--- src/mipsPkg.sv ---
package mipsPkg;

	typedef logic [31:0] wordT;
	typedef logic [4:0] regIdxT;
	typedef logic [5:0] opcodeT;
	typedef logic [5:0] functT;
	typedef logic [3:0] aluOpT;
	typedef logic [1:0] fwdSelT;

	// Primary opcodes
	parameter opcodeT opRtype = 6'd0;
	parameter opcodeT opJ     = 6'd2;
	parameter opcodeT opBeq   = 6'd4;
	parameter opcodeT opBne   = 6'd5;
	parameter opcodeT opAddi  = 6'd8;
	parameter opcodeT opAddiu = 6'd9;
	parameter opcodeT opSlti  = 6'd10;
	parameter opcodeT opSltiu = 6'd11;
	parameter opcodeT opAndi  = 6'd12;
	parameter opcodeT opOri   = 6'd13;
	parameter opcodeT opXori  = 6'd14;
	parameter opcodeT opLui   = 6'd15;
	parameter opcodeT opLw    = 6'd35;
	parameter opcodeT opSw    = 6'd43;

	// Function field, register-type only
	parameter functT fnAdd  = 6'd32;
	parameter functT fnAddu = 6'd33;
	parameter functT fnSub  = 6'd34;
	parameter functT fnSubu = 6'd35;
	parameter functT fnAnd  = 6'd36;
	parameter functT fnOr   = 6'd37;
	parameter functT fnXor  = 6'd38;
	parameter functT fnNor  = 6'd39;
	parameter functT fnSlt  = 6'd42;
	parameter functT fnSltu = 6'd43;

	parameter aluOpT aluAnd  = 4'd0;
	parameter aluOpT aluOr   = 4'd1;
	parameter aluOpT aluAdd  = 4'd2;
	parameter aluOpT aluNor  = 4'd3;
	parameter aluOpT aluXor  = 4'd4;
	parameter aluOpT aluSub  = 4'd6;
	parameter aluOpT aluSlt  = 4'd7;
	parameter aluOpT aluLui  = 4'd10;
	parameter aluOpT aluSltu = 4'd14;

	parameter fwdSelT fwdNone = 2'd0; // Register file value
	parameter fwdSelT fwdMem  = 2'd1;
	parameter fwdSelT fwdWb   = 2'd2;

	parameter wordT resetPc = 32'h0000_0000;

endpackage
--- src/regFile.sv ---
`timescale 1ns/1ns

module regFile (
	input  logic            Clk,
	input  logic            rstN,
	input  mipsPkg::regIdxT rs,
	input  mipsPkg::regIdxT rt,
	input  logic            we,
	input  mipsPkg::regIdxT wAddr,
	input  mipsPkg::wordT   wData,
	output mipsPkg::wordT   rsData,
	output mipsPkg::wordT   rtData
);

	mipsPkg::wordT regs [32];

	always_ff @(posedge Clk) begin
		if (!rstN) begin
			for (int i = 0; i < 32; i++)
				regs[i] <= '0;
		end else if (we && wAddr != '0) begin
			regs[wAddr] <= wData;
		end
	end

	// r0 reads zero, same-cycle write passes through
	assign rsData = (rs == '0) ? '0 : (we && wAddr == rs) ? wData : regs[rs];
	assign rtData = (rt == '0) ? '0 : (we && wAddr == rt) ? wData : regs[rt];

	// Decoder drops r0 writes long before write-back
	noZeroWrite: assert property (@(posedge Clk) disable iff (!rstN) !(we && wAddr == '0));

endmodule

--- config.mk ---
export PLATFORM = sky130hd
export DESIGN_NAME = regFile
export DESIGN_NICKNAME = d
export VERILOG_FILES = /design/src/mipsPkg.sv /design/src/regFile.sv
export SDC_FILE = /design/constraint.sdc
export NUM_CORES = 2
export LEC_CHECK = 0
export ABC_CLOCK_PERIOD_IN_PS = 4860
export BUFFER_PORTS_ARGS = -buffer_cell sky130_fd_sc_hd__clkbuf_2
export CORE_MARGIN = 1
export CORE_UTILIZATION = 45
export DETAILED_ROUTE_END_ITERATION = 6
export HOLD_SLACK_MARGIN = 0.03
export PLACE_DENSITY = 0.62
export SYNTH_ARGS = -nofsm -noshare
export SYNTH_HDL_FRONTEND = slang
export SYNTH_SLANG_ARGS = --single-unit
--- constraint.sdc ---
create_clock -name Clk -period 4.86 [get_ports Clk]
set_input_delay 1.215 -clock Clk [delete_from_list [all_inputs] [get_ports Clk]]
set_output_delay 1.215 -clock Clk [all_outputs]
set_load 0.02 [all_outputs]
Word-level counts from Yosys, hierarchy flattened
Memories as Yosys holds them, arrays and structs flattened.
Index checks and enable logic that the tools add are counted.

storage, ports and cells
  register bits after elaboration = 0
  bits in writable memories = 1024
  output and inout bits = 64
  logic and storage cells = 21
  memories kept = 1

memories
  memory  words  width  read ports  clocked after Yosys merged registers in  write ports  line           text
  regs    32     32     2           0                                        32           regFile.sv:15  mipsPkg::wordT regs [32];

operators by class
  equality and inequality tests = 2
  muxes and demuxes = 11
  reductions and logical operators = 7

operator list
  operator           number
  $mux 32            5
  $reduce_or 32->1   1
  $eq 5x5->1         2
  $logic_not 5->1    2
  $mux 1             5
  $mux 5             1
  $reduce_bool 5->1  1
  $logic_and 1x1->1  3

Longest topological paths before layout
  depth in word-level cells = 7
  depth in mapped cells = 10
  mapped depth without buffers = 5

Worst setup path after synthesis
OpenSTA, ideal clock, no wires.

  path type = in2reg
  from = in wAddr[2]
  to = mem regs[10][0] in the netlist's numbering, enable pin
  setup time = 0.466 ns
  data arrival time = 4.307 ns
  setup slack = 0.088 ns
  cell stages on the path = 4
  buffers on the path = 2
  cells stage by stage = buf_2 > or3b_2 > clkbuf_1 > o21ai_0

RTL lines
  element      line           text
  from (decl)  regFile.sv:9   input mipsPkg::regIdxT wAddr,
  to (decl)    regFile.sv:15

Worst setup path in the final report
  from = in rs[4]
  to = out rsData[27]

between the ends
  word-level cells in the longest chain between the ends = 4
  elaborated cells on any way between the ends = 6
  those cells by class = eq/ne (1); mux (2); reduce/logical (2); memory (1)

ends and longest elaborated chain
  element                                                line           text
  from (decl)                                            regFile.sv:6   input mipsPkg::regIdxT rs,
  branches (longest 3 deep; another with $mem_v2 32x32)  -
  $mux 32 *                                              regFile.sv:27  assign rsData = (rs == '0) ? '0 : (we && wAddr == rs) ? wData : regs[rs];
  to (decl)                                              regFile.sv:11  output mipsPkg::wordT rsData,

Every way passes the cells marked *.

==> results.yml <==
clocking:
  clk_pin_slew_ns: 0.06
  cts_tree: "built"
  cts_buffers: 109
  clockBufferDepth: 3
  cts_max_level: 3
  clkSinkCount: 1024
  cts-root-buf: "clkbuf_16"
yosys:
  syn_area_sq_um: 54700
  synth.largest_area_cell: "edfxtp_1"
  ys.flop_type: "edfxtp_1"
  synth.distinct_cells: 51
  async_flop_share_pct: 0
  yosysWarnings: 0
  synthTopCellsByArea: "edfxtp_1, mux4_2, and2_1, mux2i_1, clkbuf_1"
  synth_top_area_share_pct: 56.2
  ys_ff_latch: 1024
  avgSynthCellArea_sq_um: 14.6
  synth_edf_count: 1024
  synthCells: 3744
  yosysSeqAreaShare_pct: 56.2
sta:
  final_hold_viol_count: 0
  slew_headroom_pct: 9.23
  setup_violations: 0
  final.period_utilization_pct: 99.8
  fmax_ghz: 0.206
  tns_ns: 0
  holdWs_ns: 1.12
  worstMarginPinSlew_ns: 1.36
  maxSlewViolCount: 0
  period_minus_slack_ns: 4.85
worst_setup_path:
  critPathLaunchType: "primary input"
  startpoint: "rs[4]"
  required_ns: 3.64
  endpoint_kind: "primary output"
  crit_path_max_fanout: 13
  crit_end: "rsData[27]"
  worstSetupPathType: "in -> out"
  worstPathArrival_ns: 3.64
run:
  drv_cap: 0
pwr:
  total_power_w: 0.0220
  peakVddDrop_uv: 304
  p_leak_nw: 22.7
  p_per_area_nw_per_um2: 346
placed_design:
  place_area_sq_um: 59600
  io_buffers: 113
  place_hpwl_um: 125000
  gp_congestion: 0.931
layout:
  nets: 3979
  largest_register: "regs"
  utilization_pct: 52.8
  fin_area_sq_um: 63500
  n_fill_cell: 9809
  reg_top3: "regs (1024)"
  syn_to_final_growth_pct: 16.1
  layout-drive-gt1-share_pct: 28.3
  largest_register_ffs: 1024
route:
  postRouteAntennaNets: 0
  dr_total_vias: 36700
  routed_via_density: 6.50
  drtIter0Drc: 4724
  drc: 0
  wl_um: 195000
  wl_per_cell_um: 34.6
  drtPass1Iterations: 5
grt:
  grt_usage_pct: 31.5
  grt_pass1_vias: 35800
  gr-total-overflow: 0
  gr-usage-met3_pct: 6.65
  grtUsageMet1_pct: 41.9
  grt_util_met2_pct: 48.8
  top_usage_layer: "met2"
  antenna_found_initial: 17
  grt_max_degree: 50
  grt_first_pass_wirelength_um: 271000
die:
  fp.dieArea_sq_um: 123000
  io_pins: 114
  die_x_um: 351
  core-area_sq_um: 120000
  start_util_pct: 45.5
  rows: 127
  fp.dieH_um: 351
min_path:
  hold_class: "in -> reg"
status:
  status: "finished, final reports clean"
==> cell usage in the layout, fill, tap and decap left out, drive strengths merged, types with 41 or more instances in the layout <==
| cell | n |
|---|---|
| a21oi | 78 |
| a22o | 55 |
| a22oi | 133 |
| and2 | 996 |
| buf | 353 |
| clkbuf | 229 |
| clkinv | 55 |
| edfxtp | 1024 |
| mux2i | 281 |
| mux4 | 388 |
| nor2 | 43 |
| o221ai | 42 |
| o22ai | 41 |
==> worst min-delay path by stage <==
stage | startpoint | endpoint | slack, ns | cells past startpoint
after CTS | wData[24] | regs[29][24] | 1.10 | 2
after global placement | wData[24] | regs[29][24] | 1.84 | 2
after global routing | wData[24] | regs[29][24] | 1.12 | 2
after detailed placement | wData[24] | regs[29][24] | 1.85 | 2
final | wData[24] | regs[26][24] | 1.12 | 2
after floorplan | wData[31] | regs[1][31] | 1.41 | 1
==> per-layer routing <==
metal  vias up  wire length, um
li1      14900                -
met1     19100            75100
met2      2266            88800
met3       441            19800
met4        12            11600
met5         -               81
==> stage by stage <==
step / worst slack (ns) / cells
5_1_grt: -0.0259 / 5632
3_5_place_dp: -0.268 / 5425
4_1_cts: -0.0363 / 5632
3_3_place_gp: -0.291 / 5425
2_1_floorplan: 0.0878 / 3775
6_report: 0.00918 / 5641
==> worst max-delay path, stage by stage <==
cell and delay [ns]:
clkbuf_2 0.27, nor2b_2 0.92, buf_4 0.39, a22oi_1 0.12, buf_4 0.18, a21oi_1 0.15
a221o_1 0.17, clkbuf_2 0.18
==> final cells by class <==
class	count	area [sq um]	share of cell area (%)
antenna	9	22.5	0.0355
clock buffer	124	2780	4.38
clock inverter	78	752	1.18
inverter	3	11.3	0.0177
multi-input combinational	2330	23000	36.2
sequential	1024	30700	48.4
tap	1612	2020	3.18
timing repair buffer	461	4190	6.60
==> cell families (layout without fill, tap and decap cells) <==
family                 after synthesis  in the layout  synth area share [%]
multiplexers                       674            674                  21.2
AO/OA/AOI/OAI                      500            500                  6.74
buffers and inverters              421            666                  3.27
other                                1             41               0.00686
AND/OR/NAND/NOR                   1114           1114                  12.4
flip-flops                        1024           1024                  56.2
XOR/XNOR                            10             10                 0.160
==> Yosys cell counts (24+ instances only) <==
master     number
edfxtp_1     1024
and2_1        994
mux4_2        388
clkbuf_1      304
mux2i_1       281
a22oi_1       133
a21oi_1        78
buf_2          71
a22o_1         55
nor2_1         43
o221ai_1       42
o22ai_1        41
o21ai_0        40
nand2_1        36
a2111oi_0      24
==> report_power, final <==
part | internal, W | leakage, nW | switching, W
Clock | 0.00480 | 1.73 | 0.00363
Sequential | 0.0102 | 9.75 | 0.000252
Combinational | 0.00126 | 11.2 | 0.00184
Total | 0.0163 | 22.7 | 0.00572
==> repair_timing <==
action,4_1_cts,5_1_grt
cloned,3,1
hold buffers,0,0
pin swaps,0,2
setup endpoints to repair,20,18
gates resized for setup,25,31
setup buffers,2,0
Note: power is estimated with default switching activity, not from simulation.
