===== src/mipsPkg.sv =====
package mipsPkg;

	typedef logic [31:0] wordT;
	typedef logic [4:0] regIdxT;
	typedef logic [5:0] opcodeT;
	typedef logic [5:0] functT;
	typedef logic [3:0] aluOpT;
	typedef logic [1:0] fwdSelT;

	// Primary opcodes
	parameter opcodeT opRtype = 6'd0;
	parameter opcodeT opJ     = 6'd2;
	parameter opcodeT opBeq   = 6'd4;
	parameter opcodeT opBne   = 6'd5;
	parameter opcodeT opAddi  = 6'd8;
	parameter opcodeT opAddiu = 6'd9;
	parameter opcodeT opSlti  = 6'd10;
	parameter opcodeT opSltiu = 6'd11;
	parameter opcodeT opAndi  = 6'd12;
	parameter opcodeT opOri   = 6'd13;
	parameter opcodeT opXori  = 6'd14;
	parameter opcodeT opLui   = 6'd15;
	parameter opcodeT opLw    = 6'd35;
	parameter opcodeT opSw    = 6'd43;

	// Function field, register-type only
	parameter functT fnAdd  = 6'd32;
	parameter functT fnAddu = 6'd33;
	parameter functT fnSub  = 6'd34;
	parameter functT fnSubu = 6'd35;
	parameter functT fnAnd  = 6'd36;
	parameter functT fnOr   = 6'd37;
	parameter functT fnXor  = 6'd38;
	parameter functT fnNor  = 6'd39;
	parameter functT fnSlt  = 6'd42;
	parameter functT fnSltu = 6'd43;

	parameter aluOpT aluAnd  = 4'd0;
	parameter aluOpT aluOr   = 4'd1;
	parameter aluOpT aluAdd  = 4'd2;
	parameter aluOpT aluNor  = 4'd3;
	parameter aluOpT aluXor  = 4'd4;
	parameter aluOpT aluSub  = 4'd6;
	parameter aluOpT aluSlt  = 4'd7;
	parameter aluOpT aluLui  = 4'd10;
	parameter aluOpT aluSltu = 4'd14;

	parameter fwdSelT fwdNone = 2'd0; // Register file value
	parameter fwdSelT fwdMem  = 2'd1;
	parameter fwdSelT fwdWb   = 2'd2;

	parameter wordT resetPc = 32'h0000_0000;

endpackage

===== src/instrDecoder.sv =====
`timescale 1ns/1ns

module instrDecoder (
	input  mipsPkg::wordT   instr,
	output logic            regWrite,
	output logic            memRead,
	output logic            memWrite,
	output logic            aluSrcImm,
	output logic            signExt,
	output logic            isBranchEq,
	output logic            isBranchNe,
	output logic            isJump,
	output logic            regDstRd,
	output mipsPkg::aluOpT  aluOp,
	output mipsPkg::regIdxT destReg
);

	mipsPkg::opcodeT opcode;
	mipsPkg::functT funct;
	logic known;
	logic writesReg; // Before the unknown and r0 checks

	assign opcode = instr[31:26];
	assign funct = instr[5:0];

	always_comb begin
		known = 1'b1;
		writesReg = 1'b0;
		memRead = 1'b0;
		memWrite = 1'b0;
		aluSrcImm = 1'b0;
		signExt = 1'b0;
		isBranchEq = 1'b0;
		isBranchNe = 1'b0;
		isJump = 1'b0;
		regDstRd = 1'b0;
		aluOp = mipsPkg::aluAdd;
		case (opcode)
			mipsPkg::opRtype: begin
				regDstRd = 1'b1;
				writesReg = 1'b1;
				case (funct)
					mipsPkg::fnAdd, mipsPkg::fnAddu: aluOp = mipsPkg::aluAdd;
					mipsPkg::fnSub, mipsPkg::fnSubu: aluOp = mipsPkg::aluSub;
					mipsPkg::fnAnd:  aluOp = mipsPkg::aluAnd;
					mipsPkg::fnOr:   aluOp = mipsPkg::aluOr;
					mipsPkg::fnXor:  aluOp = mipsPkg::aluXor;
					mipsPkg::fnNor:  aluOp = mipsPkg::aluNor;
					mipsPkg::fnSlt:  aluOp = mipsPkg::aluSlt;
					mipsPkg::fnSltu: aluOp = mipsPkg::aluSltu;
					default: known = 1'b0; // Includes the all-zero bubble
				endcase
			end
			mipsPkg::opAddi, mipsPkg::opAddiu, mipsPkg::opSlti, mipsPkg::opSltiu: begin
				writesReg = 1'b1;
				aluSrcImm = 1'b1;
				signExt = 1'b1;
				if (opcode == mipsPkg::opSlti)
					aluOp = mipsPkg::aluSlt;
				else if (opcode == mipsPkg::opSltiu)
					aluOp = mipsPkg::aluSltu; // Sign extended, compared unsigned
			end
			mipsPkg::opAndi, mipsPkg::opOri, mipsPkg::opXori, mipsPkg::opLui: begin
				writesReg = 1'b1;
				aluSrcImm = 1'b1;
				case (opcode)
					mipsPkg::opAndi: aluOp = mipsPkg::aluAnd;
					mipsPkg::opOri:  aluOp = mipsPkg::aluOr;
					mipsPkg::opXori: aluOp = mipsPkg::aluXor;
					default:         aluOp = mipsPkg::aluLui;
				endcase
			end
			mipsPkg::opLw: begin
				writesReg = 1'b1;
				memRead = 1'b1;
				aluSrcImm = 1'b1;
				signExt = 1'b1;
			end
			mipsPkg::opSw: begin
				memWrite = 1'b1;
				aluSrcImm = 1'b1;
				signExt = 1'b1;
			end
			mipsPkg::opBeq, mipsPkg::opBne: begin
				aluOp = mipsPkg::aluSub; // Zero flag decides
				signExt = 1'b1;          // Offset for the target adder
				isBranchEq = (opcode == mipsPkg::opBeq);
				isBranchNe = (opcode == mipsPkg::opBne);
			end
			mipsPkg::opJ: isJump = 1'b1;
			default: known = 1'b0;
		endcase
	end

	assign destReg = regDstRd ? instr[15:11] : instr[20:16];
	assign regWrite = writesReg && known && (destReg != '0);

endmodule


===== config.mk =====
export PLATFORM = sky130hd
export DESIGN_NAME = instrDecoder
export DESIGN_NICKNAME = d
export VERILOG_FILES = /design/src/mipsPkg.sv /design/src/instrDecoder.sv
export SDC_FILE = /design/constraint.sdc
export NUM_CORES = 1
export LEC_CHECK = 0
export BUFFER_PORTS_ARGS = -buffer_cell sky130_fd_sc_hd__buf_2
export CELL_PAD_IN_SITES_DETAIL_PLACEMENT = 0
export CELL_PAD_IN_SITES_GLOBAL_PLACEMENT = 1
export CORE_AREA = 2 2 49 51
export DETAILED_ROUTE_END_ITERATION = 7
export DIE_AREA = 0 0 51 53
export PLACE_DENSITY_LB_ADDON = 0.15
export SLEW_MARGIN = 5
export SYNTH_ARGS = -nofsm -noshare
export SYNTH_HDL_FRONTEND = slang
export SYNTH_SLANG_ARGS = --single-unit

===== constraint.sdc =====
create_clock -name vclk -period 1.7
set_input_delay 0.34 -clock vclk [all_inputs]
set_output_delay 0.34 -clock vclk [all_outputs]
set_load 0.05 [all_outputs]

Word-level counts from Yosys, hierarchy flattened
Index checks and enable logic that the tools add are counted.
- equality and inequality tests: 23
- muxes and demuxes: 17
- reduce and logical (&&, ||, !) cells: 13
- operator list (kind ; number):
    equality test 6 bit (second input constant) ; 12
    equality test 6 x 4 -> 1 bit (second input constant) ; 8
    OR reduction 10 bit ; 3
    one-hot mux 4 bit (7 select lines) ; 1
    one-hot mux 4 bit (4 select lines) ; 1
    OR reduction 13 bit ; 1
    equality test 6 x 3 -> 1 bit (second input constant) ; 2
    one-hot mux 4 bit (3 select lines) ; 1
    2-to-1 mux 1 bit ; 10
    2-to-1 mux 4 bit ; 2
    OR reduction 4 bit ; 2
    OR reduction 8 bit ; 1
    equality test 6 x 2 -> 1 bit (second input constant) ; 1
    logical NOT 6 bit ; 1
    2-to-1 mux 5 bit ; 1
    nonzero test 5 bit ; 1
    OR reduction 2 bit ; 2
    logical AND 1 bit ; 2
    one-hot mux 1 bit (2 select lines) ; 1
- bits of input ports: 32
- word-level logic and storage cells: 53
- output and inout port bits: 18
- flip-flop bits (word level): 0

Logic depth before layout (Yosys ltp)
- depth in word-level cells: 6
- mapped depth: 5
- depth with buffers taken out: 4

Least setup slack after synthesis
No wires, ideal clock.
- path kind: in2out
- from: in instr[26]
- to: out memWrite
- path slack: -0.824 ns
- data required time: 1.360 ns
- arrival: 2.184 ns
- path buffers: 1
- stages on the path: 3
- cells stage by stage: buf_6 nand3_2 nor4b_1
- word-level cells in the longest chain between the ends: 2
- RTL lines (what ; line ; RTL):
    from (decl) ; instrDecoder.sv:4 ; input mipsPkg::wordT instr,
    equality test 6 bit ; instrDecoder.sv:38 ; case (opcode)
    2-to-1 mux 1 bit ; instrDecoder.sv:38 ;
    to (decl) ; instrDecoder.sv:7 ; output logic memWrite,
Every way passes these cells.

Final worst setup path
- from: in instr[20]
- to: out regWrite
- word-level cells in the longest chain between the ends: 3
- RTL lines (what ; line ; RTL):
    2-to-1 mux 5 bit ; instrDecoder.sv:95 ; assign destReg = regDstRd ? instr[15:11] : instr[20:16];
    nonzero test 5 bit ; instrDecoder.sv:96 ; assign regWrite = writesReg && known && (destReg != '0);
    logical AND 1 bit ; instrDecoder.sv:96 ;
    to (decl) ; instrDecoder.sv:5 ; output logic regWrite,
Every way passes these cells.

==> flow_summary.json <==
{
  "outcome": "finished, violations left",
  "violations": "negative setup slack",
  "synthTopCellsByCount": "nor2_1 (9), nand2_1 (7), mux2_1 (5), nor2b_1 (5), o21ai_1 (5)",
  "hp-start": "instr[16]",
  "grt.overflow.total": 0,
  "cp_cell_sequence": "buf_6 > or4_4 > nor2_1 > mux2i_1 > and3_4 > buf_8",
  "max-vdd-ir-drop_mv": 0.115,
  "grt_pass1_wl_mm": 2.62,
  "die_area_um2": 2700,
  "die_w_um": 51,
  "slowest_stage": "or4_4",
  "combPwrFrac": 1.000,
  "grt_pass1_vias": 601,
  "yosysUniqueCellTypes": 35,
  "drt_iter0_drc": 8,
  "wl_per_cell_um": 10.9,
  "clock.fmax_ghz": 0.559,
  "firstDrtPassIters": 3,
  "seq_cell_count": 0,
  "worst_ep_arrival_time_ns": 1.45,
  "hold-path-endpoint": "destReg[0]",
  "yosys.area.top_type_share": 0.121,
  "n_fill_cell": 223,
  "tightest_slew_ns": 0.252,
  "hold_path_depth": 3,
  "ys_seq_area_frac": 0,
  "avgViaCountPerCell": 4.57,
  "grt_max_degree": 9,
  "rsz0062_at_grt": "true",
  "synth_area_leaders": "mux2_1 (12%), nor2_1 (7.3%), nor2b_1 (6.7%), nand2_1 (5.7%), o21ai_1 (5.4%)",
  "setup_viol": 1,
  "hold_viol_final": 0,
  "cp.required_ns": 1.36,
  "tns_ns": -0.0901,
  "row_count": 17,
  "post-synth-top-area-cell": "mux2_1",
  "diodes": 0,
  "worst-path-stages": 6,
  "final_nets": 166,
  "gr-usage-all-layers": 0.118,
  "finalWirelength_mm": 1.74,
  "initial_core_util": 0.216,
  "cap_viol_max_count": 0,
  "syn_nets": 105,
  "ioPinCount": 50,
  "crit_type": "in2out",
  "timing.final.ws_setup_ns": -0.0901,
  "ant_nets": 0,
  "regArea_um2": 0,
  "gp_congestion": 0.694,
  "path_buf_inv": 2,
  "period_needed_ns": 1.79,
  "die_y_um": 53,
  "grt_antenna_before_repair": 0,
  "cts_hold_buf": 0,
  "ys_warn_count": 0,
  "preCtsSetupSlack_ns": -0.134,
  "hold_class": "in2out",
  "power_density_nw_per_um2": 237,
  "cp_max_fo": 2,
  "switching_share": 0.534,
  "fin_crit_sh": 1.05,
  "slew_viol_final": 0,
  "dp_hpwl_mm": 1.41,
  "clkbuf_count": 0,
  "synth_most_common_cell": "nor2_1",
  "netlist_instances": 73,
  "syn_area_per_cell_um2": 6.36,
  "slew_headroom": 0.833,
  "syn_area_um2": 464,
  "portBuffers": 40,
  "drive_gt1_frac": 0.727,
  "areaGrowthSynthToFinish_pct": 137,
  "cp-start-kind": "input pin",
  "pwr-share-clk": 0,
  "drc_errors": 0,
  "p_int_uw": 122,
  "num_vias": 731,
  "crit_family": "simple AND/OR/NAND/NOR gates",
  "seqPwrFrac": 0,
  "slowest_delay_ns": 0.52,
  "p_switching_uw": 139,
  "p_leak_nw": 0.517,
  "core-area_um2": 2150,
  "end_kind": "primary output"
}
-- layout by cell type, fill, tap and decap left out, types with 2 or more instances in the layout --
master	instances
buf_4	28
buf_2	20
buf_6	12
nand2_1	6
nor2_1	5
o21ai_2	5
mux2_2	4
nor2_4	3
nor2b_1	3
nand4_1	3
nor2_2	3
nor3_2	2
inv_1	2
a21oi_2	2
a21oi_1	2
or4_4	2
buf_8	2
-- per-layer routing --
layer / vias to the layer above / GRT usage / routed length [µm]
li1: 386 / - / -
met1: 327 / 0.175 / 807
met2: 18 / 0.203 / 861
met3: 0 / 0 / 70
met4: 0 / 0 / 0
met5: - / 0 / 0
-- logic make-up after synthesis --
kind of cell / Yosys count / synth area share
xor gates and xnor gates: 1 / 0.0189
and+or+nand+nor: 44 / 0.569
AOI/OAI and AO/OA: 16 / 0.199
buffers and inverters: 6 / 0.0701
muxes: 6 / 0.143
-- what timing repair did --
| item | CTS | global route |
|---|---|---|
| endpoints found under the hold margin | 0 | 0 |
| cloned | 0 | 0 |
| endpoints found under the setup margin | 11 | 13 |
| resized for setup | 26 | 25 |
| pin swaps | 2 | 12 |
| setup buffers | 0 | 2 |
-- power groups by stage --
stage	sequential [mW]	clock [mW]	combinational, mW
floorplan	0	0	0.126
global placement	0	0	0.216
detailed placement	0	0	0.218
CTS	0	0	0.239
global route	0	0	0.279
finish	0	0	0.261
-- through the flow --
stage	area, µm²	hold WS, ns	power [mW]	util	cells
after floorplan	529	0.747	0.126	-	73
after global placement	917	1.13	0.216	0.427	159
after detailed placement	917	1.13	0.218	0.427	159
after CTS	1000	1.05	0.239	0.465	159
after global routing	1100	1.04	0.279	0.512	160
final	1100	1.03	0.261	0.512	160
-- worst max-delay path by stage --
stage / start / to / slack (ns)
floorplan: instr[29] / memRead / -0.10
global placement: instr[29] / regWrite / -0.13
detailed placement: instr[29] / regWrite / -0.13
CTS: instr[14] / regWrite / -0.07
global route: instr[20] / regWrite / -0.14
finish: instr[20] / regWrite / -0.09
-- cell type report --
type / count / area, µm² / share of cell area
Tap cell: 28 / 35.0 / 0.0319
Timing Repair Buffer: 63 / 495 / 0.451
Multi-Input combinational cell: 67 / 562 / 0.511
Inverter: 2 / 7.51 / 0.00683
Note: power is estimated with default switching activity, not from simulation.
