--- src/mipsPkg.sv ---
package mipsPkg;

	typedef logic [31:0] wordT;
	typedef logic [4:0] regIdxT;
	typedef logic [5:0] opcodeT;
	typedef logic [5:0] functT;
	typedef logic [3:0] aluOpT;
	typedef logic [1:0] fwdSelT;

	// Primary opcodes
	parameter opcodeT opRtype = 6'd0;
	parameter opcodeT opJ     = 6'd2;
	parameter opcodeT opBeq   = 6'd4;
	parameter opcodeT opBne   = 6'd5;
	parameter opcodeT opAddi  = 6'd8;
	parameter opcodeT opAddiu = 6'd9;
	parameter opcodeT opSlti  = 6'd10;
	parameter opcodeT opSltiu = 6'd11;
	parameter opcodeT opAndi  = 6'd12;
	parameter opcodeT opOri   = 6'd13;
	parameter opcodeT opXori  = 6'd14;
	parameter opcodeT opLui   = 6'd15;
	parameter opcodeT opLw    = 6'd35;
	parameter opcodeT opSw    = 6'd43;

	// Function field, register-type only
	parameter functT fnAdd  = 6'd32;
	parameter functT fnAddu = 6'd33;
	parameter functT fnSub  = 6'd34;
	parameter functT fnSubu = 6'd35;
	parameter functT fnAnd  = 6'd36;
	parameter functT fnOr   = 6'd37;
	parameter functT fnXor  = 6'd38;
	parameter functT fnNor  = 6'd39;
	parameter functT fnSlt  = 6'd42;
	parameter functT fnSltu = 6'd43;

	parameter aluOpT aluAnd  = 4'd0;
	parameter aluOpT aluOr   = 4'd1;
	parameter aluOpT aluAdd  = 4'd2;
	parameter aluOpT aluNor  = 4'd3;
	parameter aluOpT aluXor  = 4'd4;
	parameter aluOpT aluSub  = 4'd6;
	parameter aluOpT aluSlt  = 4'd7;
	parameter aluOpT aluLui  = 4'd10;
	parameter aluOpT aluSltu = 4'd14;

	parameter fwdSelT fwdNone = 2'd0; // Register file value
	parameter fwdSelT fwdMem  = 2'd1;
	parameter fwdSelT fwdWb   = 2'd2;

	parameter wordT resetPc = 32'h0000_0000;

endpackage
--- src/pipeAlu.sv ---
`timescale 1ns/1ns

module pipeAlu (
	input  mipsPkg::aluOpT op,
	input  mipsPkg::wordT  a,
	input  mipsPkg::wordT  b,
	output mipsPkg::wordT  result,
	output logic           zero
);

	mipsPkg::wordT diff;

	assign diff = a - b;
	assign zero = (diff == '0); // Equal operands, used by branches

	always_comb begin
		case (op)
			mipsPkg::aluAnd:  result = a & b;
			mipsPkg::aluOr:   result = a | b;
			mipsPkg::aluAdd:  result = a + b; // No overflow trap
			mipsPkg::aluXor:  result = a ^ b;
			mipsPkg::aluNor:  result = ~(a | b);
			mipsPkg::aluSub:  result = diff;
			mipsPkg::aluSlt:  result = {31'b0, $signed(a) < $signed(b)};
			mipsPkg::aluSltu: result = {31'b0, a < b};
			mipsPkg::aluLui:  result = {b[15:0], 16'b0};
			default:          result = '0;
		endcase
	end

endmodule

--- config.mk ---
export PLATFORM = sky130hd
export DESIGN_NAME = pipeAlu
export DESIGN_NICKNAME = d
export VERILOG_FILES = /design/src/mipsPkg.sv /design/src/pipeAlu.sv
export SDC_FILE = /design/constraint.sdc
export NUM_CORES = 1
export LEC_CHECK = 0
export BUFFER_PORTS_ARGS = -buffer_cell sky130_fd_sc_hd__buf_2
export CAP_MARGIN = 20
export CORE_MARGIN = 2
export CORE_UTILIZATION = 50
export DETAILED_ROUTE_END_ITERATION = 6
export PLACE_DENSITY = 0.68
export REMOVE_ABC_BUFFERS = 1
export SYNTH_ARGS = -nofsm -noshare
export SYNTH_HDL_FRONTEND = slang
export SYNTH_SLANG_ARGS = --single-unit
--- constraint.sdc ---
create_clock -name vclk -period 4.34
set_clock_uncertainty 0.05 [all_clocks]
set_input_delay 0.217 -clock vclk [all_inputs]
set_output_delay 0.217 -clock vclk [all_outputs]
set_load 0.005 [all_outputs]
* After elaboration in Yosys (flattened, before gate mapping)
Index checks and enable logic that the tools add are counted.
Storage, ports and cells: input port bits 68, output and inout bits 33, logic and storage cells 19, bits in registers 0
Operators by class: bitwise gates (word level) 4, reductions and logical operators 2, muxes and demuxes 1, eq/ne operators 8, $add $sub $neg 2, order comparisons 2
Operators with widths (count):
- $pmux 32 s9 | 1
- $lt 32x32->1 | 2
- $add 32x32->32 | 1
- $and 32x32->32 | 1
- $logic_not 32->1 | 1
- $not 32->32 | 1
- $or 32x32->32 | 1
- $sub 32x32->32 | 1
- $xor 32x32->32 | 1
- $eq 4x3->1 const B | 3
- $eq 4x2->1 const B | 2
- $eq 4x4->1 const B | 2
- $eq 4x1->1 const B | 1
- $logic_not 4->1 | 1

* Logic depth before layout (Yosys ltp)
Gate-level depths: netlist of the first run.
word-level depth 3, mapped depth 13

* Least setup slack after synthesis of the first run
OpenSTA, ideal clock, no wires.
kind input port to output port, start point input port a[0], end point output port zero, stages on the path 13, data arrival time 3.175 ns, path slack 0.898 ns, cell sequence inv_1 ha_1 fa_1 or2_1 a2111oi_4 o21ai_2 o21ai_4 o21a_2 a31oi_1 xor2_1 nor3_1 or4b_1 nor4_2
On the way: word-level cells in the longest chain between the ends 2
RTL lines:
- start, declared | RTL line pipeAlu.sv:5 | input mipsPkg::wordT a,
- $sub 32x32->32 | RTL line pipeAlu.sv:13 | assign diff = a - b;
- $logic_not 32->1 | RTL line pipeAlu.sv:14 | assign zero = (diff == '0);
- end, declared | RTL line pipeAlu.sv:8 | output logic zero
No other way between the ends.

* Worst setup path after layout of the first run
Same ends and word-level chain as after synthesis.

==> metrics.txt, run 1 <==
status=completed; io pins=101; Final Hold Fails=0; number of core rows=39; unrepaired setup endpoints after global routing=false; Vias=7439; CP arrival=3830 ps; critical path required time=4070 ps; initial antenna violation count=0; HP Class=input port to output pin; critical path's top delay family=compound AO/OA/AOI/OAI gates; Die ar.=12600 um^2; hold path startpoint=b[0]; crit path cell chain=buf_2 > inv_1 > ha_1 > fa_1 > or2_1 > a2111oi_4 > o21ai_2 > o21ai_4 > o21a_2 > a31oi_1 > xor2_1 > nor3_1 > or4b_1 > nor4_2 > buf_2; pin count of the biggest net entering global routing=35; core box area=11400 um^2; Final #Nets=1167; Post-CTS Setup Inserts=0; VDD IR-drop max=0.0621 mV; Final HPWL DP=18200 um; DRT Pass-1 Iters=5; DRC=0; Achievable Freq=244 MHz; fin. max-slew vios=0; fin crit share=0.943; vias in the first global route=6960; Worst Setup Path Type=input port to output pin; share of layout cells above drive strength 1=0.171; GP Congestion=1.04; Buffers on Ports=101; Storage cell area=0 um^2; CP peak stage delay=470 ps; first-pass GRT wire length=36400 um; count of flip-flops and latches=0; Pwr Density=138 nW/um^2; commonest non-fill, non-tap cell in the layout=buf_2; Critical Path Fanout Max=10; Post-Route WL=22900 um; Tot GR Track Use=0.350; initial core utilization=0.514; Vias/cell=6.52; Max Cap Viol=0; width of the die=112 um; clock buffers=0; wire per inst=20.1 um; CTS-repair resized insts=0; worst-margin pin slew=841 ps; synthesized area=5870 um^2; clock period minus worst slack=4090 ps; cts hold-fix bufs=0; Slew HR=0.439; Syn Area/Cell=6.48 um^2; total gr overflow=0; setup TNS=0 ps; Post-Syn Instances=906; Lkg Pwr=3.24 nW; Layout area overhead=14.1%; CP Capture Type=output pin; sequential fraction of the synthesis area=0; most frequent cells in the layout=101 x buf_2, 98 x ha_1, 92 x inv_1, 89 x nor2_1, 73 x nand2_1; Iter 0 DRT Violations=699; Core Util, Final=0.586; Final Setup Violations=0; Chip Height=112 um; post-route ant nets=0; Ys Warns=0; Worst Path Buf+Inv=3; critical path's slowest cell=or4b_1; Worst Hold End=result[16]; Synth cell types=79; CP Launch Type=input port; Hold Path Depth=4; CP dominant cell by count=buf_2
-- layout make-up --
type | count | area, um^2
inverters | 96 | 360
repair buffers | 143 | 821
multi-input cells | 758 | 5330
well taps | 143 | 179
diodes | 1 | 2.50
fillers | 1195 | 4720
-- power breakdown --
| part | leakage [nW] | internal, mW | switching [mW] |
|---|---|---|---|
| Combinational | 3.24 | 0.361 | 0.564 |
| Clock | 0.00000902 | 0.0000000259 | 0 |
| Sequential | 0 | 0 | 0 |
| Total | 3.24 | 0.361 | 0.564 |
-- tightest hold or removal path, stage by stage --
cell and delay, ps:
buf_2 110, a22oi_1 70, o2111ai_1 100, buf_2 110
-- worst max-delay path by stage --
stage | startpoint | to | slack (ps) | depth (start not counted)
6_report | a[0] | zero | 250 | 15
5_1_grt | a[0] | zero | 20 | 15
4_1_cts | a[0] | zero | 250 | 15
3_5_place_dp | a[0] | zero | 250 | 15
3_3_place_gp | a[0] | zero | 250 | 15
2_1_floorplan | op[0] | result[21] | 700 | 5
-- synthesized netlist by cell type, types with 6 or more instances --
master	count	area, um^2
a21oi_1	66	330
a211oi_1	6	45.0
a21o_1	24	180
a221o_1	9	90.1
o21a_1	6	45.0
nor4_1	6	37.5
nor3_1	30	150
nand3_1	17	85.1
a222oi_1	6	60.1
a31oi_1	7	43.8
clkbuf_1	45	169
a211o_1	6	52.6
nor2_1	89	334
mux2i_1	6	60.1
o21bai_1	12	90.1
inv_1	92	345
xnor2_1	16	140
a221oi_1	30	263
o21ai_0	64	320
nor2b_1	13	81.3
o22ai_1	10	62.6
o21ai_1	6	30.0
o31ai_1	11	82.6
o211ai_1	16	120
or3_1	6	37.5
ha_1	98	1230
a22oi_1	6	45.0
or2_2	7	43.8
nand2b_1	17	106
o2111ai_1	10	87.6
nand2_1	73	274
o221ai_1	6	52.6
-- layer usage --
layer,track usage,part of all wire
met1,0.478,0.43
met5,0,0
met3,0.0259,0.081
met4,0.137,0.047
met2,0.577,0.44
-- kinds of logic (layout without fill, tap and decap cells) --
family,Yosys count,after routing,share of synthesized area
adders and majority gates,100,100,0.216
AOI/OAI and AO/OA,341,341,0.406
muxes,6,6,0.0102
xor gates and xnor gates,19,19,0.0284
other,0,1,0
and+or+nand+nor,292,292,0.244
buffers and inverters,148,239,0.0958
-- stage by stage --
stage	hold WS, ps	instances	total power, mW	setup WS, ps	area, um^2
2_1_floorplan	504	854	0.576	696	5670
3_3_place_gp	764	1140	0.900	254	6690
3_5_place_dp	776	1140	0.897	247	6690
4_1_cts	776	1140	0.903	246	6690
5_1_grt	822	1140	1.01	17.5	6690
6_report	776	1141	0.924	247	6700
Note: power is estimated with default switching activity, not from simulation.
==> run 2, diff against run 1 <==
--- a/config.mk
+++ b/config.mk
@@ -7,10 +7,10 @@
 export LEC_CHECK = 0
 export BUFFER_PORTS_ARGS = -buffer_cell sky130_fd_sc_hd__buf_2
 export CAP_MARGIN = 20
-export CORE_MARGIN = 2
+export CORE_MARGIN = 1.5
 export CORE_UTILIZATION = 50
 export DETAILED_ROUTE_END_ITERATION = 6
-export PLACE_DENSITY = 0.68
+export PLACE_DENSITY = 0.79
 export REMOVE_ABC_BUFFERS = 1
 export SYNTH_ARGS = -nofsm -noshare
 export SYNTH_HDL_FRONTEND = slang
==> metrics.txt, run 2 (synthesis gave the netlist of run 1 again) <==
HP Class=input port to output pin (unchanged); hold path startpoint=b[0] (unchanged); Vias/cell=6.59 (was 6.52); total gr overflow=0 (unchanged); Tot GR Track Use=0.364 (was 0.350); count of flip-flops and latches=0 (unchanged); first-pass GRT wire length=36800 um (was 36400 um); io pins=101 (unchanged); Lkg Pwr=3.26 nW (was 3.24 nW); setup TNS=0 ps (unchanged); Clk network pwr share=0 (about the same); met3 usage in global routing=0.0470 (was 0.0259); worst-margin pin slew=889 ps (was 841 ps); Buffers on Ports=101 (unchanged); post-route ant nets=0 (unchanged); Critical Path Fanout Max=10 (unchanged); commonest non-fill, non-tap cell in the layout=buf_2 (unchanged); Final Setup Violations=0 (unchanged); CP Launch Type=input port (unchanged); VDD IR-drop max=0.0689 mV (was 0.0621 mV); critical path's slowest cell=or4b_1 (unchanged); Sw Pwr=0.571 mW (was 0.564 mW); Final #Nets=1168 (was 1167); CP peak stage delay=460 ps (was 470 ps); failing checks=design-rule violations; Layout area overhead=14.5% (was 14.1%); Final HPWL DP=18500 um (was 18200 um); M1 GR Usage=0.476 (was 0.478); Slew HR=0.407 (was 0.439); Post-CTS Setup Inserts=0 (unchanged); cts hold-fix bufs=0 (unchanged); CP arrival=3810 ps (was 3830 ps); critical path required time=4070 ps (about the same); met2 Usage GRT=0.602 (was 0.577); DRT Pass-1 Iters=7 (was 5); clock period minus worst slack=4080 ps (was 4090 ps); worst hold margin=782 ps (was 776 ps); most frequent cells in the layout=101 x buf_2, 98 x ha_1, 92 x inv_1, 89 x nor2_1, 73 x nand2_1 (unchanged); Die ar.=12400 um^2 (was 12600 um^2); number of core rows=39 (unchanged); Pwr Density=139 nW/um^2 (was 138 nW/um^2); fin crit share=0.940 (was 0.943); crit path cell chain=buf_2 > inv_1 > ha_1 > fa_1 > or2_1 > a2111oi_4 > o21ai_2 > o21ai_4 > o21a_2 > a31oi_1 > xor2_1 > nor3_1 > or4b_1 > nor4_2 > buf_2 (unchanged); CP dominant cell by count=buf_2 (unchanged); Max Cap Viol=0 (unchanged); vias in the first global route=6928 (was 6960); # fillers=1163 (was 1195); Iter 0 DRT Violations=870 (was 699); fin. max-slew vios=0 (unchanged); GP Congestion=1.04 (about the same); multi-input combinational cell area=5330 um^2 (unchanged); pin count of the biggest net entering global routing=35 (unchanged); CP Capture Type=output pin (unchanged); core box area=11400 um^2 (unchanged); clock buffers=0 (unchanged); Worst Setup Path Type=input port to output pin (unchanged); status=finished with violations (was completed); DRC=7 (was 0); initial core utilization=0.514 (unchanged); sequential power share=0 (about the same); Post-Route WL=23400 um (was 22900 um); width of the die=111 um (was 112 um); Comb pwr share=1.000 (about the same); Hold Path Depth=4 (unchanged); # diodes=0 (was 1); sw frac=0.610 (about the same); Final Hold Fails=0 (unchanged); Worst Hold End=result[16] (unchanged); Vias=7520 (was 7439); CTS-repair resized insts=0 (unchanged); unrepaired setup endpoints after global routing=false (unchanged); Achievable Freq=245 MHz (was 244 MHz); share of layout cells above drive strength 1=0.170 (was 0.171); initial antenna violation count=0 (unchanged); Storage cell area=0 um^2 (unchanged); internal power=0.365 mW (was 0.361 mW); grt peak-use layer=met2 (unchanged); Chip Height=111 um (was 112 um); wire per inst=20.5 um (was 20.1 um)
## run 2: cell count changes in the layout (fill, tap and decap cells not counted), sizes merged
cell / before / now
diode: 1 / 0
buf: 143 / 144
## run 2: critical path, delay by kind of cell
kind	cells	cell delay (ps)
xor+xnor	1	170
fa+ha+maj	2	670
buf+inv	3	300
simple gates	4	1180
compound gates	5	1260
## run 2: area by class of cell
cell class,instances,share of cell area
repair buffers,144,0.126
well taps,143,0.0266
multi-input cells,758,0.794
inverters,96,0.0536
## run 2: power by group through the flow
stage	Sequential, mW	Combinational, mW	Clock [mW]
finish	0	0.936	0
floorplan	0	0.576	0
CTS	0	0.912	0
global route	0	1.02	0
detailed placement	0	0.906	0
global placement	0	0.904	0
## run 2: routing by layer
metal / routed length (um) / vias to the layer above
li1: - / 3523
met1: 9460 / 3430
met2: 10500 / 462
met3: 2290 / 105
met4: 1190 / 0
met5: 0 / -
## run 2: worst max-delay path by stage
stage            endpoint  start  slack [ps]
6_report             zero   a[0]         260
5_1_grt              zero   a[0]           6
2_1_floorplan  result[21]  op[0]         700
3_3_place_gp         zero   a[0]         310
4_1_cts              zero   a[0]         290
3_5_place_dp         zero   a[0]         290
## run 2: metrics by stage
step	instances	instance area, um^2	setup WS, ps	total power [mW]	util
after CTS	1140	6690	288	0.912	0.586
final	1141	6720	260	0.936	0.589
after detailed placement	1140	6690	290	0.906	0.586
after global routing	1141	6720	5.79	1.02	0.589
after floorplan	854	5670	696	0.576	-
after global placement	1140	6690	310	0.904	0.586
