**src/mipsPkg.sv**
```systemverilog
package mipsPkg;

	typedef logic [31:0] wordT;
	typedef logic [4:0] regIdxT;
	typedef logic [5:0] opcodeT;
	typedef logic [5:0] functT;
	typedef logic [3:0] aluOpT;
	typedef logic [1:0] fwdSelT;

	// Primary opcodes
	parameter opcodeT opRtype = 6'd0;
	parameter opcodeT opJ     = 6'd2;
	parameter opcodeT opBeq   = 6'd4;
	parameter opcodeT opBne   = 6'd5;
	parameter opcodeT opAddi  = 6'd8;
	parameter opcodeT opAddiu = 6'd9;
	parameter opcodeT opSlti  = 6'd10;
	parameter opcodeT opSltiu = 6'd11;
	parameter opcodeT opAndi  = 6'd12;
	parameter opcodeT opOri   = 6'd13;
	parameter opcodeT opXori  = 6'd14;
	parameter opcodeT opLui   = 6'd15;
	parameter opcodeT opLw    = 6'd35;
	parameter opcodeT opSw    = 6'd43;

	// Function field, register-type only
	parameter functT fnAdd  = 6'd32;
	parameter functT fnAddu = 6'd33;
	parameter functT fnSub  = 6'd34;
	parameter functT fnSubu = 6'd35;
	parameter functT fnAnd  = 6'd36;
	parameter functT fnOr   = 6'd37;
	parameter functT fnXor  = 6'd38;
	parameter functT fnNor  = 6'd39;
	parameter functT fnSlt  = 6'd42;
	parameter functT fnSltu = 6'd43;

	parameter aluOpT aluAnd  = 4'd0;
	parameter aluOpT aluOr   = 4'd1;
	parameter aluOpT aluAdd  = 4'd2;
	parameter aluOpT aluNor  = 4'd3;
	parameter aluOpT aluXor  = 4'd4;
	parameter aluOpT aluSub  = 4'd6;
	parameter aluOpT aluSlt  = 4'd7;
	parameter aluOpT aluLui  = 4'd10;
	parameter aluOpT aluSltu = 4'd14;

	parameter fwdSelT fwdNone = 2'd0; // Register file value
	parameter fwdSelT fwdMem  = 2'd1;
	parameter fwdSelT fwdWb   = 2'd2;

	parameter wordT resetPc = 32'h0000_0000;

endpackage
```
**src/fetchStage.sv**
```systemverilog
`timescale 1ns/1ns

module fetchStage (
	input  logic          Clk,
	input  logic          rstN,
	input  logic          stall,
	input  logic          flushIfId,
	input  logic          redirect,
	input  mipsPkg::wordT target,
	input  mipsPkg::wordT imemData,
	output mipsPkg::wordT pc,
	output mipsPkg::wordT idInstr,
	output mipsPkg::wordT idPcPlus4
);

	mipsPkg::wordT pcPlus4;

	assign pcPlus4 = pc + 32'd4;

	always_ff @(posedge Clk) begin
		if (!rstN)
			pc <= mipsPkg::resetPc;
		else if (redirect)
			pc <= target; // Over a load-use hold too
		else if (!stall)
			pc <= pcPlus4;
	end

	always_ff @(posedge Clk) begin
		if (!rstN)
			idInstr <= '0;
		else if (flushIfId)
			idInstr <= '0; // All-zero word decodes as a bubble
		else if (!stall)
			idInstr <= imemData;
	end

	always_ff @(posedge Clk) begin
		if (!stall)
			idPcPlus4 <= pcPlus4;
	end

endmodule

```
**config.mk**
```make
export PLATFORM = sky130hd
export DESIGN_NAME = fetchStage
export DESIGN_NICKNAME = d
export VERILOG_FILES = /design/src/mipsPkg.sv /design/src/fetchStage.sv
export SDC_FILE = /design/constraint.sdc
export NUM_CORES = 1
export LEC_CHECK = 0
export BUFFER_PORTS_ARGS = -buffer_cell sky130_fd_sc_hd__clkbuf_2
export CAP_MARGIN = 20
export CORE_ASPECT_RATIO = 0.7
export CORE_UTILIZATION = 44
export DETAILED_ROUTE_END_ITERATION = 8
export GPL_TIMING_DRIVEN = 0
export PLACE_DENSITY = 0.85
export SETUP_SLACK_MARGIN = 0.4
export SYNTH_ARGS = -nofsm -noshare
export SYNTH_HDL_FRONTEND = slang
export SYNTH_SLANG_ARGS = --single-unit
```
**constraint.sdc**
```tcl
create_clock -name Clk -period 1.8 [get_ports Clk]
set_clock_uncertainty 0.1 [all_clocks]
set_input_delay 0.09 -clock Clk [delete_from_list [all_inputs] [get_ports Clk]]
set_output_delay 0.09 -clock Clk [all_outputs]
set_load 0.01 [all_outputs]
```
# --- Word level (Yosys, flattened, before mapping) ---
# Cells that the tools add are included.
op_classes:
  addsub: 1
  n_mul: 0
  div_mod_pow: 0
  order_cmp: 0
  n_eq_ne: 1
  n_shift: 0
  n_mux: 2
  bitwise: 1
  reduce_logical: 1
op_table:
  columns: ["operator", "count"]
  rows:
  - ["$mux W32", 2]
  - ["$add A32 B3 Y32 const B", 1]
  - ["$ne A2 B1 Y1 const B", 1]
  - ["$reduce_or A2 Y1", 1]
  - ["$not A1 Y1", 1]
totals:
  register_bits: 96
  latch_bits: 0
  ram_bits: 0
  rom_bits: 0
  inputBits: 69
  out_inout_bits: 96
  wordCells: 9
  memories: 0

# --- Longest topological paths before layout ---
# Gate-level depths: netlist of run 1.
depth:
  depth_word: 3
  depth_mapped: 6
  ltp_nobuf: 5

# --- Worst setup path after synthesis of run 1 ---
# No wires, ideal clock.
synth_timing:
  path_kind: "register -> register"
  from: "register pc[15]"
  to: "register idPcPlus4[29], data pin"
  setup_ps: 262
  arrival_ps: 1558
  required_ps: 1438
  setup_slack_ps: -119
  stages_incl_launch_ff: 7
  period_less_slack_ps: 1919
  cell_sequence: "dfxtp_1 -> buf_2 -> nand3_1 -> nor4_1 -> buf_2 -> nand4_1 -> xnor2_1"
synth_via:
  elab_chain_cells: 1
synth_lines:
  columns: ["element", "line_no", "text"]
  rows:
  - ["start: declaration", "fetchStage.sv:11", "output mipsPkg::wordT pc,"]
  - ["start signal: assignment", "fetchStage.sv:22", "pc <= mipsPkg::resetPc;"]
  - ["start signal: assignment", "fetchStage.sv:24", "pc <= target;"]
  - ["start signal: assignment", "fetchStage.sv:26", "pc <= pcPlus4;"]
  - ["$add A32 B3 Y32", "fetchStage.sv:18", "assign pcPlus4 = pc + 32'd4;"]
  - ["via pcPlus4[29]", "fetchStage.sv:16", "mipsPkg::wordT pcPlus4;"]
  - ["end signal: assignment", "fetchStage.sv:40", "idPcPlus4 <= pcPlus4;"]
  - ["end: declaration", "fetchStage.sv:13", "output mipsPkg::wordT idPcPlus4"]
# The timed path passes the listed nets, and every way through them passes these cells.
# A chain may end at the register's enable or synchronous reset.

# --- Worst setup path after layout of run 1 ---
layout_timing:
  from: "register pc[12]"
  to: "register idPcPlus4[31], data pin"
# The elaborated chain is that of the path after synthesis.

==> results of run 1 <==
[cell type report]
type                            instances  area [µm²]  share of cell area [%]
Multi-Input combinational cell        308        2650                    33.7
Timing Repair inverter                  1        7.51                  0.0955
Timing Repair Buffer                  309        2190                    27.9
Tap cell                              128         160                    2.04
Inverter                                8        33.8                   0.430
Sequential cell                        96        2290                    29.1
Buffer                                 34         253                    3.22
Clock inverter                          7        52.6                   0.669
Clock buffer                            9         225                    2.87
[synthesized netlist by cell type (all sizes together), types with 2 or more instances]
cell type	n	area share, %
dfxtp	64	28
nor2	42	3.5
mux2i	35	7.8
edfxtp	32	21
xnor2	25	4.9
o21ai	24	2.7
nand3	23	2.8
nand4	21	2.9
buf	18	2.1
nand2	18	1.5
clkbuf	16	1.4
xor2	12	2.3
and4	10	1.9
a31oi	9	1.3
nor3	9	1.1
nor4	9	1.4
inv	8	0.67
nor2b	8	1.1
and3	6	0.83
a211oi	5	0.83
nand2b	5	0.70
o211a	5	1.1
a311oi	4	0.78
and2	4	0.56
or4	4	0.75
a21oi	3	0.33
a31o	3	0.58
nor3b	3	0.50
o31ai	3	0.50
or3	3	0.42
a41oi	2	0.39
nand4b	2	0.39
or2	2	0.28
[critical path, delay by kind of cell, from the launching register on]
| kind | cells | cell delay (ps) |
|---|---|---|
| flops | 1 | 360 |
| xor+xnor | 1 | 160 |
| buf+inv | 3 | 460 |
| simple gates | 3 | 650 |
[sequential cells by signal, summed over array words and instances, names as in the netlist]
name and flops:
pc 32, idPcPlus4 32, idInstr 32
[metal layers]
layer  track usage, %  wire (µm)  up-vias
met4             16.6       1310        0
met3             7.11       1770      130
met2             55.5       9150      411
met1             40.9       7300     2519
met5                0          0        -
li1                 -          -     2277
[repair_timing]
item | CTS | global route
hold endpoints to repair | 58 | 1
buffers inserted | 61 | 24
hold buffers | 58 | 1
gates cloned | 3 | 0
setup endpoints to repair | 55 | 52
pin swaps | 47 | 52
gates resized for setup | 68 | 63
[power by group]
part / internal, mW / switching [mW]
combinational: 0.491 / 0.507
sequential: 2.38 / 0.120
clock: 0.953 / 0.924
[through the flow]
stage,setup slack (ps),hold WS (ps),instances,power (mW),instance area [µm²]
floorplan,-12.9,127,446,2.90,4750
global placement,-249,215,737,3.17,5720
detailed placement,-272,225,737,3.20,5720
CTS,-32.0,6.36,875,5.23,7370
global route,-221,48.5,900,5.51,7860
finish,-193,35.1,900,5.37,7860
[cells by family (layout without fill, tap and decap cells)]
group,count (synthesis),count (layout)
compound gates,62,62
xor+xnor,37,37
fa+ha+maj,1,1
buf+inv,42,368
flops,96,96
mux,35,35
simple gates,173,173
[final timing paths]
path                            start                 endpoint  slack, ps
setup / recovery  pc[12]$_SDFFE_PN0N_  idPcPlus4[31]$_DFFE_PN_       -190
hold / removal             target[31]      pc[31]$_SDFFE_PN0N_         40
setup reg to reg  pc[12]$_SDFFE_PN0N_  idPcPlus4[31]$_DFFE_PN_       -190
hold reg to reg    pc[0]$_SDFFE_PN0P_   idPcPlus4[0]$_DFFE_PN_        370
==> flow_summary_export.csv, run 1 <==
group,metric,value,unit
route,vias_per_cell,5.93,
logic_synthesis,synth_area_per_cell,10.1,µm²
layout,mostFrequentLayoutCells,"166 x clkbuf_2, 60 x buf_4, 59 x dlygate4sd3_1",
route,antenna_left,0,
clocking,insertion_delay,350,ps
worst_setup_path,cp-start-kind,"register",
pwr,peakVddDrop,573,µV
layout,final_util,80.2,%
timing,final.min_clock_period,1990,ps
worst_setup_path,crit_fanout,5,
hold_path,min_path_cells,3,
floorplan,dieArea,10600,µm²
timing,fin_ws,-193,ps
route,dr.pass1.iters,6,
placement,gp_congestion,0.863,
layout,diodes,0,
timing,slew_headroom,54.9,%
worst_setup_path,cp.required,1800,ps
floorplan,start_util,45.9,%
logic_synthesis,synth_xor_area_share,7.20,%
worst_setup_path,crit_path_max_incr_delay,430,ps
logic_synthesis,synth-simple-area-share,21.5,%
floorplan,pin_count,165,
clocking,clkSlewWorstSetupHoldPaths,70,ps
logic_synthesis,ys_seq_area_share,49.8,%
clocking,cts_tree,"done",
route,post_drt_wl_per_cell,21.7,µm
logic_synthesis,async_reset_ff_share,0,%
layout,drive_above_1_share,50.9,%
pwr,leakage,3.55,nW
run,cap_violations,0,
timing,finalSetupTns,-1770,ps
placement,place_hpwl,9750,µm
floorplan,core,9800,µm²
timing,rsz0062_at_grt,"yes",
worst_setup_path,crit_arrival,2000,ps
logic_synthesis,yosys.area_share.adder,0.278,%
layout,area_delta_synth_final,74.7,%
layout,nets,837,
floorplan,die-height,86.6,µm
worst_setup_path,crit_chain,"buf_8, nand3_4, buf_12, nor4_4, buf_6, nand4_1, xnor2_1",
grt,grt_max_degree,19,
clocking,numCtsBuffers,9,
floorplan,rows,30,
worst_setup_path,reg2regPathDepth,7,
grt,grt_antenna_before_repair,0,
outcome,outcome,"finished with violations",
logic_synthesis,ys_seq_elements,96,
route,via_count,5337,
route,drc,0,
clocking,clock-root-buffer,"clkbuf_16",
grt,grt_pass1_vias,4987,
layout,fillers,550,
logic_synthesis,synthFlopType,"dfxtp_1",
timing,worstMarginPinSlew,677,ps
floorplan,die_w,123,µm
clocking,cts_sinks,96,
logic_synthesis,synth-compound-area-share,9.26,%
pwr,p_per_area,683,nW/µm²
worst_setup_path,cpMaxStageDelayCell,"nor4_4",
logic_synthesis,synth_fp_nets,516,
logic_synthesis,yosysWarnings,0,
clocking,h-tree-depth,3,
timing,setup_viol,25,
hold_path,hp-class,"input port to register",
logic_synthesis,synth_top_family_by_area,"simple AND/OR/NAND/NOR gates",
timing,slew_violations,0,
logic_synthesis,synth_cells,446,
placement,io_buffers,163,
grt,grtUsageTotal,33.3,%
logic_synthesis,ys_types,49,
logic_synthesis,synth-edff-count,32,
logic_synthesis,synth.cell_area,4500,µm²
grt,grt_overflow,0,
timing,finalCritPeriodShare,111,%
timing,timing.fmax,502,MHz
worst_setup_path,end_kind,"register",
clocking,cts_buffer_depth,2,
route,drtIter0Drc,638,
grt,grt_pass1_wl,26500,µm
timing,hold_viol_final,0,
worst_setup_path,setup.worst_path.class,"register to register",
route,routed_wl,19500,µm
layout,mostFrequentLayoutCell,"clkbuf_2",
outcome,violations,"negative setup slack",
logic_synthesis,synthMuxAreaShare,7.79,%
No activity file was read; power rests on OpenSTA's default activity.
==> run 2: changes to the inputs <==
- PLACE_DENSITY: 0.85 -> 0.82
- RECOVER_POWER: not set -> 50
- REMOVE_ABC_BUFFERS: not set -> 1
- clock period: 1.8 -> 2.2 ns (I/O delays scaled with it)
==> run 2 against run 1 <==
  * The run now ends clean
  * Cell area is 14% lower
  * Hold slack worse by 23 ps
  * Flip-flop and latch count unchanged
  * Register-to-register slack gained 420 ps
  * Critical path depth decreased by 2
  * Fmax rose by 1.2%
  * Sequential share of layout area grew 4.6 points
  * Critical endpoint is now idPcPlus4[21]$_DFFE_PN_
  * Wire length fell by 30%
  * Setup slack better by 420 ps
  * Clock-buffer cell count up 4
  * Critical path type unchanged
  * Clock power decreased by 21%
  * Via count decreased by 15%
  * Largest cell class is now flip-flops and latches
==> flow_summary_export.csv, run 2 (same netlist as run 1, synthesis figures left out) <==
group,metric,value,unit
outcome,outcome,"completed",
timing,fin_ws,231,ps
pwr,leakage,2.84,nW
layout,diodes,0,
pwr,p_int,3.11,mW
route,vias_per_cell,5.53,
placement,io_buffers,164,
worst_setup_path,cp.required,2170,ps
floorplan,core,9800,µm²
layout,area_delta_synth_final,49.4,%
timing,slew_headroom,50.6,%
route,post_drt_wl_per_cell,16.6,µm
pwr,p_per_area,618,nW/µm²
timing,slew_violations,0,
run,cap_violations,0,
floorplan,dieArea,10600,µm²
timing,timing.fmax,508,MHz
grt,grt_pass1_wl,20500,µm
pwr,p_seq_share,49.2,%
worst_setup_path,crit_fanout,7,
timing,worstMarginPinSlew,741,ps
pwr,pwr-share-comb,14.9,%
timing,setup_viol,0,
floorplan,rows,30,
worst_setup_path,setup.worst_path.class,"register to register",
placement,pre_cts_slack,-144,ps
layout,drive_above_1_share,27.2,%
floorplan,pin_count,165,
clocking,clock-root-buffer,"clkbuf_16",
floorplan,die_w,123,µm
layout,mostFrequentLayoutCells,"93 x clkbuf_2, 75 x clkbuf_1, 58 x dfxtp_1",
floorplan,die-height,86.6,µm
pwr,pwr-share-clk,36.0,%
route,antenna_left,0,
pwr,p_sw_share,25.0,%
placement,dpl_cell_area,5430,µm²
clocking,cts_buffer_depth,2,
layout,top_regs,"idInstr (32), idPcPlus4 (32), pc (32)",
placement,gp_congestion,0.846,
clocking,clkSlewWorstSetupHoldPaths,60,ps
pwr,peakVddDrop,413,µV
route,routed_wl,13700,µm
floorplan,start_util,45.9,%
clocking,numCtsBuffers,9,
clocking,cts_sinks,96,
timing,hold_ws,12.0,ps
timing,finalCritPeriodShare,89.5,%
timing,rsz0062_at_grt,"yes",
pwr,p_sw,1.04,mW
worst_setup_path,cp-start-kind,"register",
clocking,h-tree-depth,3,
grt,grt_antenna_before_repair,0,
layout,nets,761,
grt,grt_pass1_vias,4186,
route,drc,0,
route,dr.pass1.iters,7,
timing,hold_viol_final,0,
worst_setup_path,end_kind,"register",
clocking,insertion_delay,340,ps
timing,final.min_clock_period,1970,ps
placement,place_hpwl,8400,µm
layout,mostFrequentLayoutCell,"clkbuf_2",
grt,grt_overflow,0,
clocking,cts_tree,"done",
worst_setup_path,crit_arrival,1940,ps
layout,fin_area,6720,µm²
grt,grt_max_degree,39,
layout,final_util,68.6,%
route,via_count,4558,
grt,grtUsageTotal,25.1,%
timing,finalSetupTns,0,ps
hold_path,hp-class,"input port to register",
route,drtIter0Drc,416,
## run 2: worst paths after layout
check	startpoint	end	slack [ps]	depth (start not counted)
setup / recovery	pc[13]$_SDFFE_PN0N_	idPcPlus4[21]$_DFFE_PN_	230	5
hold / removal	target[30]	pc[30]$_SDFFE_PN0N_	10	3
setup reg to reg	pc[13]$_SDFFE_PN0N_	idPcPlus4[21]$_DFFE_PN_	230	5
hold reg to reg	pc[1]$_SDFFE_PN0P_	idPcPlus4[1]$_DFFE_PN_	370	0
## run 2: timing repair
item	in CTS	in global routing
hold buffers	57	0
buffers inserted	17	24
gates resized for setup	53	22
pin swaps	9	14
endpoints found under the hold margin	57	0
endpoints found under the setup margin	43	31
## run 2: layer usage
metal | up-vias | track usage (%) | share of wire [%]
li1 | 2132 | - | -
met5 | - | 0 | 0
met4 | 0 | 9.42 | 2.1
met2 | 219 | 42.2 | 49
met3 | 28 | 6.18 | 7.9
met1 | 2179 | 31.0 | 41
## run 2: cell type report
cell class | instances | area (µm²)
tap | 128 | 160
fill | 767 | 3080
sequential | 96 | 2260
inverter | 8 | 31.3
clock inverter | 3 | 15.0
timing repair buffer | 268 | 1720
multi-input combinational | 308 | 2250
clock buffer | 13 | 272
## run 2: critical path, cell delays in order (launching register included)
cell and delay [ps]:
dfxtp_1 530, nand3_4 150, buf_4 180, nor4_4 390
nand4_1 180, xnor2_1 170
## run 2: power groups by stage
stage                     logic [mW]  clock network, mW  registers, mW
after floorplan                0.179                  0           2.11
after global routing           0.670               1.60           2.05
after CTS                      0.584               1.55           2.05
after detailed placement       0.475                  0           2.09
final                          0.617               1.49           2.04
after global placement         0.449                  0           2.08
## run 2: through the flow
stage	std cells	power [mW]
finish	824	4.15
global route	824	4.32
CTS	799	4.17
detailed placement	709	2.56
global placement	704	2.53
floorplan	412	2.29
